**src/ecc_pkg.sv**
```systemverilog
package ecc_pkg;

    localparam int DATA_W = 46;
    localparam int PAR_W  = 7;
    localparam int CW_W   = DATA_W + PAR_W;
    localparam int ADDR_W = 4;
    localparam int DEPTH  = 2 ** ADDR_W;
    localparam int CNT_W  = 8;
    localparam int REG_DW = 32;
    localparam int REG_AW = 3;

    // Register map.
    localparam logic [REG_AW-1:0] REG_CTRL     = 3'd0;
    localparam logic [REG_AW-1:0] REG_INJ_LO   = 3'd1;
    localparam logic [REG_AW-1:0] REG_INJ_HI   = 3'd2;
    localparam logic [REG_AW-1:0] REG_SBIT_CNT = 3'd3;
    localparam logic [REG_AW-1:0] REG_DBIT_CNT = 3'd4;
    localparam logic [REG_AW-1:0] REG_ERR_ADDR = 3'd5;
    localparam logic [REG_AW-1:0] REG_CLR      = 3'd6;

    typedef struct packed {
        logic [PAR_W-1:0]  parity;
        logic [DATA_W-1:0] data;
    } codeword_t;

    // Stored word, seen as fields by the codec and as raw bits by injection.
    typedef union packed {
        codeword_t         fields;
        logic [CW_W-1:0]   raw;
    } codeword_u;

    typedef struct packed {
        logic sbit;
        logic dbit;
    } ecc_flags_t;

    typedef struct packed {
        logic              valid;
        logic [ADDR_W-1:0] addr;
        logic [DATA_W-1:0] data;
        ecc_flags_t        flags;
    } rd_resp_t;

endpackage

```
**src/ecc_46_top.sv**
```systemverilog
module ecc_46_top (
    input  logic [ecc_pkg::DATA_W-1:0] data_in,
    input  logic [ecc_pkg::PAR_W-1:0]  parity_in,
    input  logic                       bypass,
    output logic [ecc_pkg::DATA_W-1:0] data_out,
    output logic [ecc_pkg::PAR_W-1:0]  parity_out,
    output logic [ecc_pkg::DATA_W-1:0] mask,
    output ecc_pkg::ecc_flags_t        flags
);
    import ecc_pkg::*;

    logic [PAR_W-1:0] syndrome;
    logic [5:0]       pos;
    logic             hit;
    logic             syn_zero;
    logic             syn_chk;

    function automatic logic [PAR_W-1:0] ecc_encode(input logic [DATA_W-1:0] d);
        logic [PAR_W-1:0] p;
        p[0] = ^{d[0], d[1], d[3], d[4], d[6], d[8], d[10], d[11], d[13], d[15], d[17],
                 d[19], d[21], d[23], d[25], d[26], d[28], d[30], d[32], d[34], d[36],
                 d[38], d[40], d[42], d[44]};
        p[1] = ^{d[0], d[2], d[3], d[5], d[6], d[9], d[10], d[12], d[13], d[16], d[17],
                 d[20], d[21], d[24], d[25], d[27], d[28], d[31], d[32], d[35], d[36],
                 d[39], d[40], d[43], d[44]};
        p[2] = ^{d[45], d[40:37], d[32:29], d[25:22], d[17:14], d[10:7], d[3:1]};
        p[3] = ^{d[40:33], d[25:18], d[10:4]};
        p[4] = ^{d[45:41], d[25:11]};
        p[5] = ^d[45:26];
        p[6] = ^{d[0], d[1], d[2], d[4], d[5], d[7], d[10], d[11], d[12], d[14], d[17],
                 d[18], d[21], d[23], d[24], d[26], d[27], d[29], d[32], d[33], d[36],
                 d[38], d[39], d[41], d[44]};
        return p;
    endfunction

    assign parity_out = ecc_encode(data_in);
    assign syndrome   = parity_in ^ parity_out;

    // Syndrome to data bit position.
    always_comb begin
        hit = 1'b1;
        pos = '0;
        case (syndrome)
            7'b1000011: pos = 6'd0;
            7'b1000101: pos = 6'd1;
            7'b1000110: pos = 6'd2;
            7'b0000111: pos = 6'd3;
            7'b1001001: pos = 6'd4;
            7'b1001010: pos = 6'd5;
            7'b0001011: pos = 6'd6;
            7'b1001100: pos = 6'd7;
            7'b0001101: pos = 6'd8;
            7'b0001110: pos = 6'd9;
            7'b1001111: pos = 6'd10;
            7'b1010001: pos = 6'd11;
            7'b1010010: pos = 6'd12;
            7'b0010011: pos = 6'd13;
            7'b1010100: pos = 6'd14;
            7'b0010101: pos = 6'd15;
            7'b0010110: pos = 6'd16;
            7'b1010111: pos = 6'd17;
            7'b1011000: pos = 6'd18;
            7'b0011001: pos = 6'd19;
            7'b0011010: pos = 6'd20;
            7'b1011011: pos = 6'd21;
            7'b0011100: pos = 6'd22;
            7'b1011101: pos = 6'd23;
            7'b1011110: pos = 6'd24;
            7'b0011111: pos = 6'd25;
            7'b1100001: pos = 6'd26;
            7'b1100010: pos = 6'd27;
            7'b0100011: pos = 6'd28;
            7'b1100100: pos = 6'd29;
            7'b0100101: pos = 6'd30;
            7'b0100110: pos = 6'd31;
            7'b1100111: pos = 6'd32;
            7'b1101000: pos = 6'd33;
            7'b0101001: pos = 6'd34;
            7'b0101010: pos = 6'd35;
            7'b1101011: pos = 6'd36;
            7'b0101100: pos = 6'd37;
            7'b1101101: pos = 6'd38;
            7'b1101110: pos = 6'd39;
            7'b0101111: pos = 6'd40;
            7'b1110000: pos = 6'd41;
            7'b0110001: pos = 6'd42;
            7'b0110010: pos = 6'd43;
            7'b1110011: pos = 6'd44;
            7'b0110100: pos = 6'd45;
            default:    hit = 1'b0;
        endcase
    end

    // A weight-one syndrome points at a check bit.
    assign syn_zero = (syndrome == '0);
    assign syn_chk  = !syn_zero && ((syndrome & (syndrome - 1'b1)) == '0);

    assign mask       = hit ? (DATA_W'(1) << pos) : '0;
    assign data_out   = bypass ? data_in : (data_in ^ mask);
    assign flags.sbit = !bypass && (hit || syn_chk);
    assign flags.dbit = !bypass && !syn_zero && !hit && !syn_chk;

endmodule

```
**src/ecc_mem_array.sv**
```systemverilog
module ecc_mem_array (
    input  logic                       clk,
    input  logic                       we,
    input  logic [ecc_pkg::ADDR_W-1:0] waddr,
    input  ecc_pkg::codeword_u         wdata,
    input  logic                       re,
    input  logic [ecc_pkg::ADDR_W-1:0] raddr,
    output ecc_pkg::codeword_u         rdata
);
    import ecc_pkg::*;

    codeword_u mem [DEPTH];

    always_ff @(posedge clk) begin
        if (we) begin
            mem[waddr] <= wdata;
        end
    end

    // Read register holds its value between reads.
    always_ff @(posedge clk) begin
        if (re) begin
            rdata <= mem[raddr];
        end
    end

endmodule

```
**src/ecc_mem_ctrl.sv**
```systemverilog
module ecc_mem_ctrl (
    input  logic                       clk,
    input  logic                       arst_n,
    input  logic                       wr_en,
    input  logic [ecc_pkg::ADDR_W-1:0] wr_addr,
    input  logic [ecc_pkg::DATA_W-1:0] wr_data,
    input  logic                       rd_en,
    input  logic [ecc_pkg::ADDR_W-1:0] rd_addr,
    input  logic                       bypass,
    input  logic [ecc_pkg::CW_W-1:0]   inj_mask,
    output logic                       inj_done,
    output ecc_pkg::rd_resp_t          rd_resp
);
    import ecc_pkg::*;

    logic [PAR_W-1:0]  enc_parity;
    codeword_u         cw_enc;
    codeword_u         cw_wr;
    codeword_u         cw_rd;
    logic              s1_valid;
    logic [ADDR_W-1:0] s1_addr;
    logic [DATA_W-1:0] dec_data;
    ecc_flags_t        dec_flags;
    logic              resp_valid;
    logic [ADDR_W-1:0] resp_addr;
    logic [DATA_W-1:0] resp_data;
    ecc_flags_t        resp_flags;

    ecc_46_top u_enc (
        .data_in    (wr_data),
        .parity_in  ('0),
        .bypass     (1'b0),
        .data_out   (),
        .parity_out (enc_parity),
        .mask       (),
        .flags      ()
    );

    // Fault injection flips codeword bits on the way into the array.
    always_comb begin
        cw_enc.fields.parity = enc_parity;
        cw_enc.fields.data   = wr_data;
        cw_wr.raw            = cw_enc.raw ^ inj_mask;
    end

    assign inj_done = wr_en;

    ecc_mem_array u_array (
        .clk   (clk),
        .we    (wr_en),
        .waddr (wr_addr),
        .wdata (cw_wr),
        .re    (rd_en),
        .raddr (rd_addr),
        .rdata (cw_rd)
    );

    ecc_46_top u_dec (
        .data_in    (cw_rd.fields.data),
        .parity_in  (cw_rd.fields.parity),
        .bypass     (bypass),
        .data_out   (dec_data),
        .parity_out (),
        .mask       (),
        .flags      (dec_flags)
    );

    always_ff @(posedge clk or negedge arst_n) begin
        if (!arst_n) begin
            s1_valid   <= 1'b0;
            resp_valid <= 1'b0;
        end else begin
            s1_valid   <= rd_en;
            resp_valid <= s1_valid;
        end
    end

    always_ff @(posedge clk) begin
        if (rd_en) begin
            s1_addr <= rd_addr;
        end
        if (s1_valid) begin
            resp_addr  <= s1_addr;
            resp_data  <= dec_data;
            resp_flags <= dec_flags;
        end
    end

    assign rd_resp = '{valid: resp_valid, addr: resp_addr, data: resp_data, flags: resp_flags};

endmodule

```
**src/ecc_mem_top.sv**
```systemverilog
module ecc_mem_top (
    input  logic                       clk,
    input  logic                       arst_n,
    input  logic                       wr_en,
    input  logic [ecc_pkg::ADDR_W-1:0] wr_addr,
    input  logic [ecc_pkg::DATA_W-1:0] wr_data,
    input  logic                       rd_en,
    input  logic [ecc_pkg::ADDR_W-1:0] rd_addr,
    output ecc_pkg::rd_resp_t          rd_resp,
    input  logic                       reg_wr,
    input  logic [ecc_pkg::REG_AW-1:0] reg_addr,
    input  logic [ecc_pkg::REG_DW-1:0] reg_wdata,
    output logic [ecc_pkg::REG_DW-1:0] reg_rdata
);
    import ecc_pkg::*;

    logic            bypass;
    logic [CW_W-1:0] inj_mask;
    logic            inj_done;

    ecc_mem_ctrl u_ctrl (
        .clk      (clk),
        .arst_n   (arst_n),
        .wr_en    (wr_en),
        .wr_addr  (wr_addr),
        .wr_data  (wr_data),
        .rd_en    (rd_en),
        .rd_addr  (rd_addr),
        .bypass   (bypass),
        .inj_mask (inj_mask),
        .inj_done (inj_done),
        .rd_resp  (rd_resp)
    );

    // Every read response is also an error event for the counters.
    ecc_regs u_regs (
        .clk       (clk),
        .arst_n    (arst_n),
        .reg_wr    (reg_wr),
        .reg_addr  (reg_addr),
        .reg_wdata (reg_wdata),
        .reg_rdata (reg_rdata),
        .inj_done  (inj_done),
        .err_evt   (rd_resp),
        .bypass    (bypass),
        .inj_mask  (inj_mask)
    );

endmodule

```
**src/ecc_regs.sv**
```systemverilog
module ecc_regs (
    input  logic                       clk,
    input  logic                       arst_n,
    input  logic                       reg_wr,
    input  logic [ecc_pkg::REG_AW-1:0] reg_addr,
    input  logic [ecc_pkg::REG_DW-1:0] reg_wdata,
    output logic [ecc_pkg::REG_DW-1:0] reg_rdata,
    input  logic                       inj_done,
    input  ecc_pkg::rd_resp_t          err_evt,
    output logic                       bypass,
    output logic [ecc_pkg::CW_W-1:0]   inj_mask
);
    import ecc_pkg::*;

    logic [CNT_W-1:0]  sbit_cnt;
    logic [CNT_W-1:0]  dbit_cnt;
    logic [ADDR_W-1:0] err_addr;
    logic              cnt_clr;
    logic              sbit_evt;
    logic              dbit_evt;

    assign cnt_clr  = reg_wr && (reg_addr == REG_CLR);
    assign sbit_evt = err_evt.valid && err_evt.flags.sbit;
    assign dbit_evt = err_evt.valid && err_evt.flags.dbit;

    // A register write in the same cycle as a data write keeps the new mask.
    always_ff @(posedge clk or negedge arst_n) begin
        if (!arst_n) begin
            bypass   <= 1'b0;
            inj_mask <= '0;
        end else begin
            if (inj_done) begin
                inj_mask <= '0;
            end
            if (reg_wr && (reg_addr == REG_CTRL)) begin
                bypass <= reg_wdata[0];
            end
            if (reg_wr && (reg_addr == REG_INJ_LO)) begin
                inj_mask[REG_DW-1:0] <= reg_wdata;
            end
            if (reg_wr && (reg_addr == REG_INJ_HI)) begin
                inj_mask[CW_W-1:REG_DW] <= reg_wdata[CW_W-REG_DW-1:0];
            end
        end
    end

    // Counters stick at all ones.
    always_ff @(posedge clk or negedge arst_n) begin
        if (!arst_n) begin
            sbit_cnt <= '0;
            dbit_cnt <= '0;
            err_addr <= '0;
        end else begin
            if (cnt_clr) begin
                sbit_cnt <= '0;
            end else if (sbit_evt && (sbit_cnt != '1)) begin
                sbit_cnt <= sbit_cnt + 1'b1;
            end
            if (cnt_clr) begin
                dbit_cnt <= '0;
            end else if (dbit_evt && (dbit_cnt != '1)) begin
                dbit_cnt <= dbit_cnt + 1'b1;
            end
            if (sbit_evt || dbit_evt) begin
                err_addr <= err_evt.addr;
            end
        end
    end

    always_comb begin
        reg_rdata = '0;
        case (reg_addr)
            REG_CTRL:     reg_rdata[0] = bypass;
            REG_INJ_LO:   reg_rdata = inj_mask[REG_DW-1:0];
            REG_INJ_HI:   reg_rdata[CW_W-REG_DW-1:0] = inj_mask[CW_W-1:REG_DW];
            REG_SBIT_CNT: reg_rdata[CNT_W-1:0] = sbit_cnt;
            REG_DBIT_CNT: reg_rdata[CNT_W-1:0] = dbit_cnt;
            REG_ERR_ADDR: reg_rdata[ADDR_W-1:0] = err_addr;
            default:      reg_rdata = '0;
        endcase
    end

endmodule

```
**config.mk**
```make
export PLATFORM = sky130hd
export DESIGN_NAME = ecc_mem_top
export DESIGN_NICKNAME = d
export VERILOG_FILES = /design/src/ecc_pkg.sv /design/src/ecc_46_top.sv /design/src/ecc_mem_array.sv /design/src/ecc_mem_ctrl.sv /design/src/ecc_mem_top.sv /design/src/ecc_regs.sv
export SDC_FILE = /design/constraint.sdc
export NUM_CORES = 1
export LEC_CHECK = 0
export BUFFER_PORTS_ARGS = -buffer_cell sky130_fd_sc_hd__buf_2
export CAP_MARGIN = 20
export CORE_ASPECT_RATIO = 0.6
export CORE_UTILIZATION = 42
export CTS_BUF_LIST = sky130_fd_sc_hd__clkbuf_4 sky130_fd_sc_hd__clkbuf_8 sky130_fd_sc_hd__clkbuf_16
export CTS_CLUSTER_DIAMETER = 120
export DETAILED_ROUTE_END_ITERATION = 10
export PLACE_DENSITY = 0.59
export SYNTH_ARGS = -nofsm -noshare
export SYNTH_HDL_FRONTEND = slang
export SYNTH_SLANG_ARGS = --single-unit
```
**constraint.sdc**
```tcl
create_clock -name clk -period 4 [get_ports clk]
set_input_delay 0.4 -clock clk [delete_from_list [all_inputs] [get_ports clk]]
set_output_delay 0.4 -clock clk [all_outputs]
set_load 0.005 [all_outputs]
```
==> Yosys cells after proc, flatten, opt, wreduce, memory -nomap -nowiden <==
Memories as Yosys holds them, arrays and structs flattened. A register that Yosys moved wholly into a read port is not among the register bits.
Index checks and enable logic that the tools add are counted.
{ "classes": {"add_sub_neg": 3, "eq_ne": 54, "shift": 1, "n_mux": 18, "bitwise_logic": 4, "n_reduce_logical": 41} }
{ "ops": {"columns": ["operator", "n"], "rows": [
  ["$pmux W6 S45", 1],
  ["$eq A7 B7 Y1 const B", 25],
  ["$reduce_xor A25 Y1", 6],
  ["$mux W46", 2],
  ["$reduce_xor A20 Y1", 4],
  ["$eq A7 B6 Y1 const B", 10],
  ["$mux W53", 1],
  ["$xor A53 B53 Y53", 1],
  ["$eq A7 B5 Y1 const B", 7],
  ["$reduce_xor A24 Y1", 2],
  ["$reduce_or A46 Y1", 1],
  ["$reduce_xor A23 Y1", 2],
  ["$shl A1 B6 Y46 const A", 1],
  ["$xor A46 B46 Y46", 1],
  ["$mux W32", 1],
  ["$mux W8", 4],
  ["$pmux W13 S2", 1],
  ["$eq A7 B4 Y1 const B", 3],
  ["$mux W21", 1],
  ["$add A8 B1 Y8 const B", 2],
  ["$ne A8 B8 Y1 const B", 2],
  ["$pmux W4 S4", 1],
  ["$pmux W3 S5", 1],
  ["$logic_not A7 Y1", 2],
  ["other kinds (15)", 39]
]} }
{ "word_totals": {"ff_bits": 132, "mem_bits_rw": 848, "output_inout_bits": 85, "elab_cells": 135, "mem_count": 1} }
{ "memory_table": {"columns": ["memory", "words", "width", "rd", "rd_clocked_by_memory_dff", "write_ports", "line", "text"], "rows": [
  ["u_ctrl.u_array.mem", 16, 53, 1, 1, 1, "ecc_mem_array.sv:12", "codeword_u mem [DEPTH];"]
]} }

==> Depth between registers and ports, before layout <==
{ "logic_depth": {"depth_word": 8, "depth_mapped": 16} }

==> Cells and area by module <==
Synthesis repeated with hierarchy kept, for this count alone.
{ "hier_totals": {"cells_unflattened": 2628, "area_unflattened_um2": 45088.2} }
{ "by_module_without_submodules": {"columns": ["mod", "n_inst", "cells_each", "area_per_inst_um2", "seq_area_each_um2"], "rows": [
  ["ecc_mem_array", 1, 1370, 33338.2, 27055.9],
  ["ecc_46_top", 2, 371, 2876.5, 0.0],
  ["ecc_regs", 1, 402, 3782.4, 1851.8],
  ["ecc_mem_ctrl", 1, 114, 2214.6, 1731.7]
]} }

==> Least setup slack after synthesis <==
Ideal clock, no wire load.
{ "synth_timing": {"path_type": "in2reg", "startpoint": "input wr_en", "endpoint": "memory u_ctrl.u_array.mem[0][0] (netlist bit) (enable)", "setup_ns": 0.530, "t_arrival_ns": 4.719, "required_time_ns": 3.470, "setup_slack_ns": -1.249, "stages": 3, "n_path_buf": 1, "path_cell_list": "clkbuf_1 > or3b_2 > nor3_1"} }
{ "synth_via": {"elab_chain_len": 2} }
{ "synth_rtl": {"columns": ["item", "line", "text"], "rows": [
  ["from (decl)", "ecc_mem_top.sv:4", "input logic wr_en,"],
  ["$mux W1", "ecc_mem_array.sv:15", "if (we) begin"],
  ["$mux W1 (implied by the code)", "ecc_mem_array.sv:16", "mem[waddr] <= wdata;"],
  ["to (decl)", "ecc_mem_array.sv:12", null]
]} }
Every way passes these cells.

==> Worst setup path after layout <==
{ "layout_timing": {"startpoint": "register u_ctrl.u_array.rdata[17] (netlist bit) (read register of u_ctrl.u_array.mem)", "endpoint": "register u_ctrl.resp_data[14] (data pin)"} }
{ "layout_via": {"elab_chain_len": 8, "word_cells_on_any_way": 59, "classes_between": "46 x eq/ne; 1 x shift; 4 x mux; 2 x bitwise; 6 x reduce/logical"} }
{ "layout_rtl": {"columns": ["item", "line", "text"], "rows": [
  ["from (decl)", "ecc_mem_array.sv:8", "output ecc_pkg::codeword_u rdata"],
  ["$reduce_xor A25 Y1, or another cell as far along", "ecc_46_top.sv:20", "p[0] = ^{d[0], d[1], d[3], d[4], d[6], d[8], d[10], d[11], d[13], d[15], d[17],"],
  ["$xor A7 B7 Y7 (*)", "ecc_46_top.sv:37", "assign syndrome = parity_in ^ parity_out;"],
  ["$eq A7 B6 Y1, or another cell as far along", "ecc_46_top.sv:43", "case (syndrome)"],
  ["$pmux W6 S45 / $reduce_or A46 Y1 (equally long branches)", null, null],
  ["$shl A1 B6 Y46 / $mux W1 (equally long branches)", "ecc_46_top.sv:98, ecc_46_top.sv:43", null],
  ["$mux W46 (*)", "ecc_46_top.sv:98", "assign mask = hit ? (DATA_W'(1) << pos) : '0;"],
  ["$xor A46 B46 Y46 (*)", "ecc_46_top.sv:99", "assign data_out = bypass ? data_in : (data_in ^ mask);"],
  ["$mux W46 (*)", "ecc_46_top.sv:99", null],
  ["named net u_ctrl.dec_data[14]", "ecc_mem_ctrl.sv:22", "logic [DATA_W-1:0] dec_data;"],
  ["to (signal assigned)", "ecc_mem_ctrl.sv:84", "resp_data <= dec_data;"],
  ["to (decl)", "ecc_mem_ctrl.sv:26", "logic [DATA_W-1:0] resp_data;"]
]} }
The timed path passes the listed nets; every way through them passes the cells marked *.
A chain may end at the register's enable or synchronous reset.

==> impl_metrics.py <==
metrics = {
    "outcome": {
        "status": "complete, but fails checks",
        "violations": "negative setup slack",
    },
    "logic_synthesis": {
        "synth.distinct_cells": 66,
        "syn_avg_cell_area_um2": 19.0,
        "synth_nets": 2375,
        "yosys_warnings": 0,
        "synth_edf_count": 957,
        "ys_top_cells_by_area": "edfxtp_1 (66%), mux4_2 (14%), dfrtp_1 (4.4%)",
        "yosysTopAreaCell": "edfxtp_1",
        "yosysSeqAreaShare": 0.706,
        "ys_ff_latch": 1033,
        "syn_inst": 2279,
        "ys.flop_type": "edfxtp_1",
        "synth_common_cells": "edfxtp_1 (957), mux4_2 (265), xnor2_1 (160), xor2_1 (121), nand2_1 (88)",
        "synth_top_area_share": 0.663,
        "async_reset_ff_frac": 0.0736,
        "syn-cell-area_um2": 43400,
        "yosysMostFrequentCell": "edfxtp_1",
    },
    "placed_design": {
        "post-place-ws_ns": -0.616,
        "port_buffers": 178,
        "gp_congestion": 0.908,
        "place_hpwl_mm": 79.7,
    },
    "power_and_ir_drop": {
        "ir_worst_vdd_mv": 1.43,
        "power.density_nw_per_um2": 843,
        "finalPower_uw": 45400,
        "leakage_uw": 0.0187,
    },
    "detailed_routing": {
        "antenna_left": 0,
        "drt_iter0_drc": 2614,
        "drcViolationCount": 0,
        "vias": 24100,
        "firstDrtPassIters": 5,
        "wire_per_inst_um": 28.8,
        "wl_mm": 124,
        "drt-vias-per-instance": 5.59,
    },
    "floorplanning": {
        "num_rows": 90,
        "design.portCount": 179,
        "start_util": 0.428,
        "die_w_um": 417,
        "die_h_um": 251,
        "die_area_um2": 105000,
        "core-area_um2": 101000,
    },
    "setup_path": {
        "start_kind": "flop",
        "slowest_delay_ns": 0.53,
        "path_class": "flop to flop",
        "cp_cell_sequence": "xor2_1, xnor3_2, xor2_2, xor3_2, buf_12, nand3_2, a22oi_2, o211ai_1, o31ai_2, a2111oi_4, buf_4, buf_6, nand2b_4, buf_12, nor3_4, xor2_1",
        "endpoint_kind": "flop",
        "required_ns": 4.43,
        "critPathMaxFanout": 7,
        "worstPathArrival_ns": 4.73,
        "cp_slowest_cell": "xor3_2",
    },
    "timing": {
        "tightest_slew_ns": 1.17,
        "rsz0062_at_grt": "yes",
        "fmax_ghz": 0.233,
        "final_hold_viol_count": 0,
        "post-route-min-period_ns": 4.29,
        "maxSlewHeadroom": 0.217,
        "finalSetupViolCount": 46,
        "fin_skew_ns": 0.0364,
        "period_share": 1.07,
        "final_max_slew_viol_count": 0,
        "setup_ws_ns": -0.292,
    },
    "finish": {
        "fillers": 7958,
        "synthToLayoutAreaGrowth_pct": 24.0,
        "drive_above_1_share": 0.398,
        "nNetsFinal": 2950,
    },
    "flow_run": {
        "cap_violations": 0,
    },
    "grt": {
        "grt_pass1_wl_mm": 175,
        "overflow": 0,
        "grt_pass1_vias": 24300,
        "grt_max_degree": 77,
        "antenna_found_initial": 4,
        "grtUsageTotal": 0.236,
    },
    "min_path": {
        "hold_class": "primary input to flop",
    },
    "clock_tree": {
        "cts.sinks": 1033,
        "clk_pin_slew_ns": 0.07,
        "cts_root_buffer": "clkbuf_16",
        "cts_buffers": 95,
        "clk_latency_ns": 0.69,
        "clockBufferDepth": 3,
        "cts_tree": "built",
        "htree_levels": 3,
    },
}
## power by group
| group | leakage (uW) | switching (uW) | internal [uW] |
|---|---|---|---|
| Clock | 0.00159 | 4050 | 5200 |
| Sequential | 0.00975 | 324 | 12800 |
| Combinational | 0.00734 | 12300 | 10600 |
## layout make-up
| class | instances | area, um2 | area share |
|---|---|---|---|
| inverters | 3 | 11.3 | 0.000209 |
| flip-flops and latches | 1033 | 30600 | 0.570 |
| clock buffers | 118 | 2580 | 0.0480 |
| repair buffers | 591 | 4770 | 0.0886 |
| clock inverters | 61 | 598 | 0.0111 |
| multi-input cells | 1130 | 13500 | 0.250 |
| well taps | 1380 | 1730 | 0.0321 |
| diodes | 3 | 7.51 | 0.000140 |
## cells by family (layout without fill, tap and decap cells)
logic type                 count (synthesis)  count (layout)  share of synthesized area
muxes                                    282             282                      0.142
other                                      0               3                          0
AOI/OAI and AO/OA                        155             155                     0.0230
adders and majority gates                  2               2                   0.000577
and+or+nand+nor                          375             375                     0.0436
DFF                                     1033            1033                      0.706
xor gates and xnor gates                 316             316                     0.0735
buffers and inverters                    116             773                     0.0112
## layer usage
layer | share of wire | track usage | routed length [um]
met5 | 0 | 0 | 0
met4 | 0.020 | 0.0535 | 2420
met3 | 0.074 | 0.0462 | 9200
met2 | 0.46 | 0.361 | 57600
met1 | 0.44 | 0.350 | 54900
## final timing paths
kind	from	to	slack, ns	cells after the start
min in group asynchronous	arst_n	u_regs.dbit_cnt[2]$_DFFE_PN0P_	0.23	2
worst max-delay path	u_ctrl.u_array.rdata[17]$_DFFE_PP_	u_ctrl.resp_data[14]$_DFFE_PP_	-0.29	16
worst max register to register	u_ctrl.u_array.rdata[17]$_DFFE_PP_	u_ctrl.resp_data[14]$_DFFE_PP_	-0.29	16
max in group asynchronous	arst_n	u_ctrl.s1_valid$_DFF_PN0_	3.14	3
worst min-delay path	wr_data[18]	u_ctrl.u_array.mem[1][18]$_DFFE_PP_	0.15	2
worst min register to register	u_ctrl.s1_addr[2]$_DFFE_PP_	u_ctrl.resp_addr[2]$_DFFE_PP_	0.42	0
## layout by cell type, fill, tap and decap left out, types with 10 or more instances in the layout
master,netlist,final
a21oi_1,19,16
a22o_1,14,14
a22oi_1,15,13
and2_1,16,15
buf_12,0,39
buf_2,14,172
buf_4,3,306
buf_6,3,35
clkbuf_16,0,98
clkbuf_4,0,20
clkinv_1,0,17
clkinv_2,0,22
dfrtp_1,76,75
dlygate4sd3_1,0,34
edfxtp_1,957,957
mux4_2,265,265
nand2_1,88,81
nand2b_1,59,57
nand3_1,30,23
nand4_1,10,10
nor2_1,84,47
nor2_2,0,10
nor2_4,0,27
nor3_1,38,21
nor3_2,10,11
nor3_4,0,16
o21ai_0,70,61
xnor2_1,160,132
xnor2_2,6,20
xnor2_4,0,14
xnor3_1,21,14
xor2_1,121,110
xor2_2,5,12
## registers in the layout (all words and copies together), names as in the netlist
name and count:
u_ctrl.u_array.mem 848, u_regs.dbit_cnt 8, u_ctrl.s1_addr 4, u_regs.sbit_cnt 8, u_ctrl.u_array.rdata 53, u_ctrl.resp_valid 1
u_regs.bypass 1, u_ctrl.s1_valid 1, u_ctrl.resp_data 46, u_regs.err_addr 4, u_ctrl.resp_addr 4, u_ctrl.rd_resp 2
u_regs.inj_mask 53
## through the flow
step / area, um2 / hold WS (ns) / setup TNS (ns) / std cells / utilization
after CTS: 52600 / 0.181 / -9.02 / 4257 / 0.519
after floorplan: 43400 / 0.104 / 0 / 2279 / -
after detailed placement: 48400 / 0.406 / -20.46 / 4022 / 0.477
after global placement: 48300 / 0.405 / -22.18 / 4015 / 0.476
after global routing: 53800 / 0.108 / -13.81 / 4317 / 0.530
final: 53800 / 0.147 / -8.59 / 4319 / 0.530
## repair_timing
| item | CTS | global route |
|---|---|---|
| buffers inserted | 23 | 34 |
| pin swaps | 51 | 34 |
| gates resized for setup | 116 | 119 |
| hold buffers | 34 | 0 |
| cloned | 0 | 3 |
| setup endpoints to repair | 48 | 48 |
| hold endpoints to repair | 131 | 0 |
## critical path: cells and delay by family (launching register included)
family / cells / cell delay [ns]
AO/OA/AOI/OAI: 4 / 0.93
XOR/XNOR: 5 / 1.58
buffers and inverters: 4 / 0.68
AND/OR/NAND/NOR: 3 / 0.36
flip-flops: 1 / 0.49
Power figures use the tool's default switching activity.
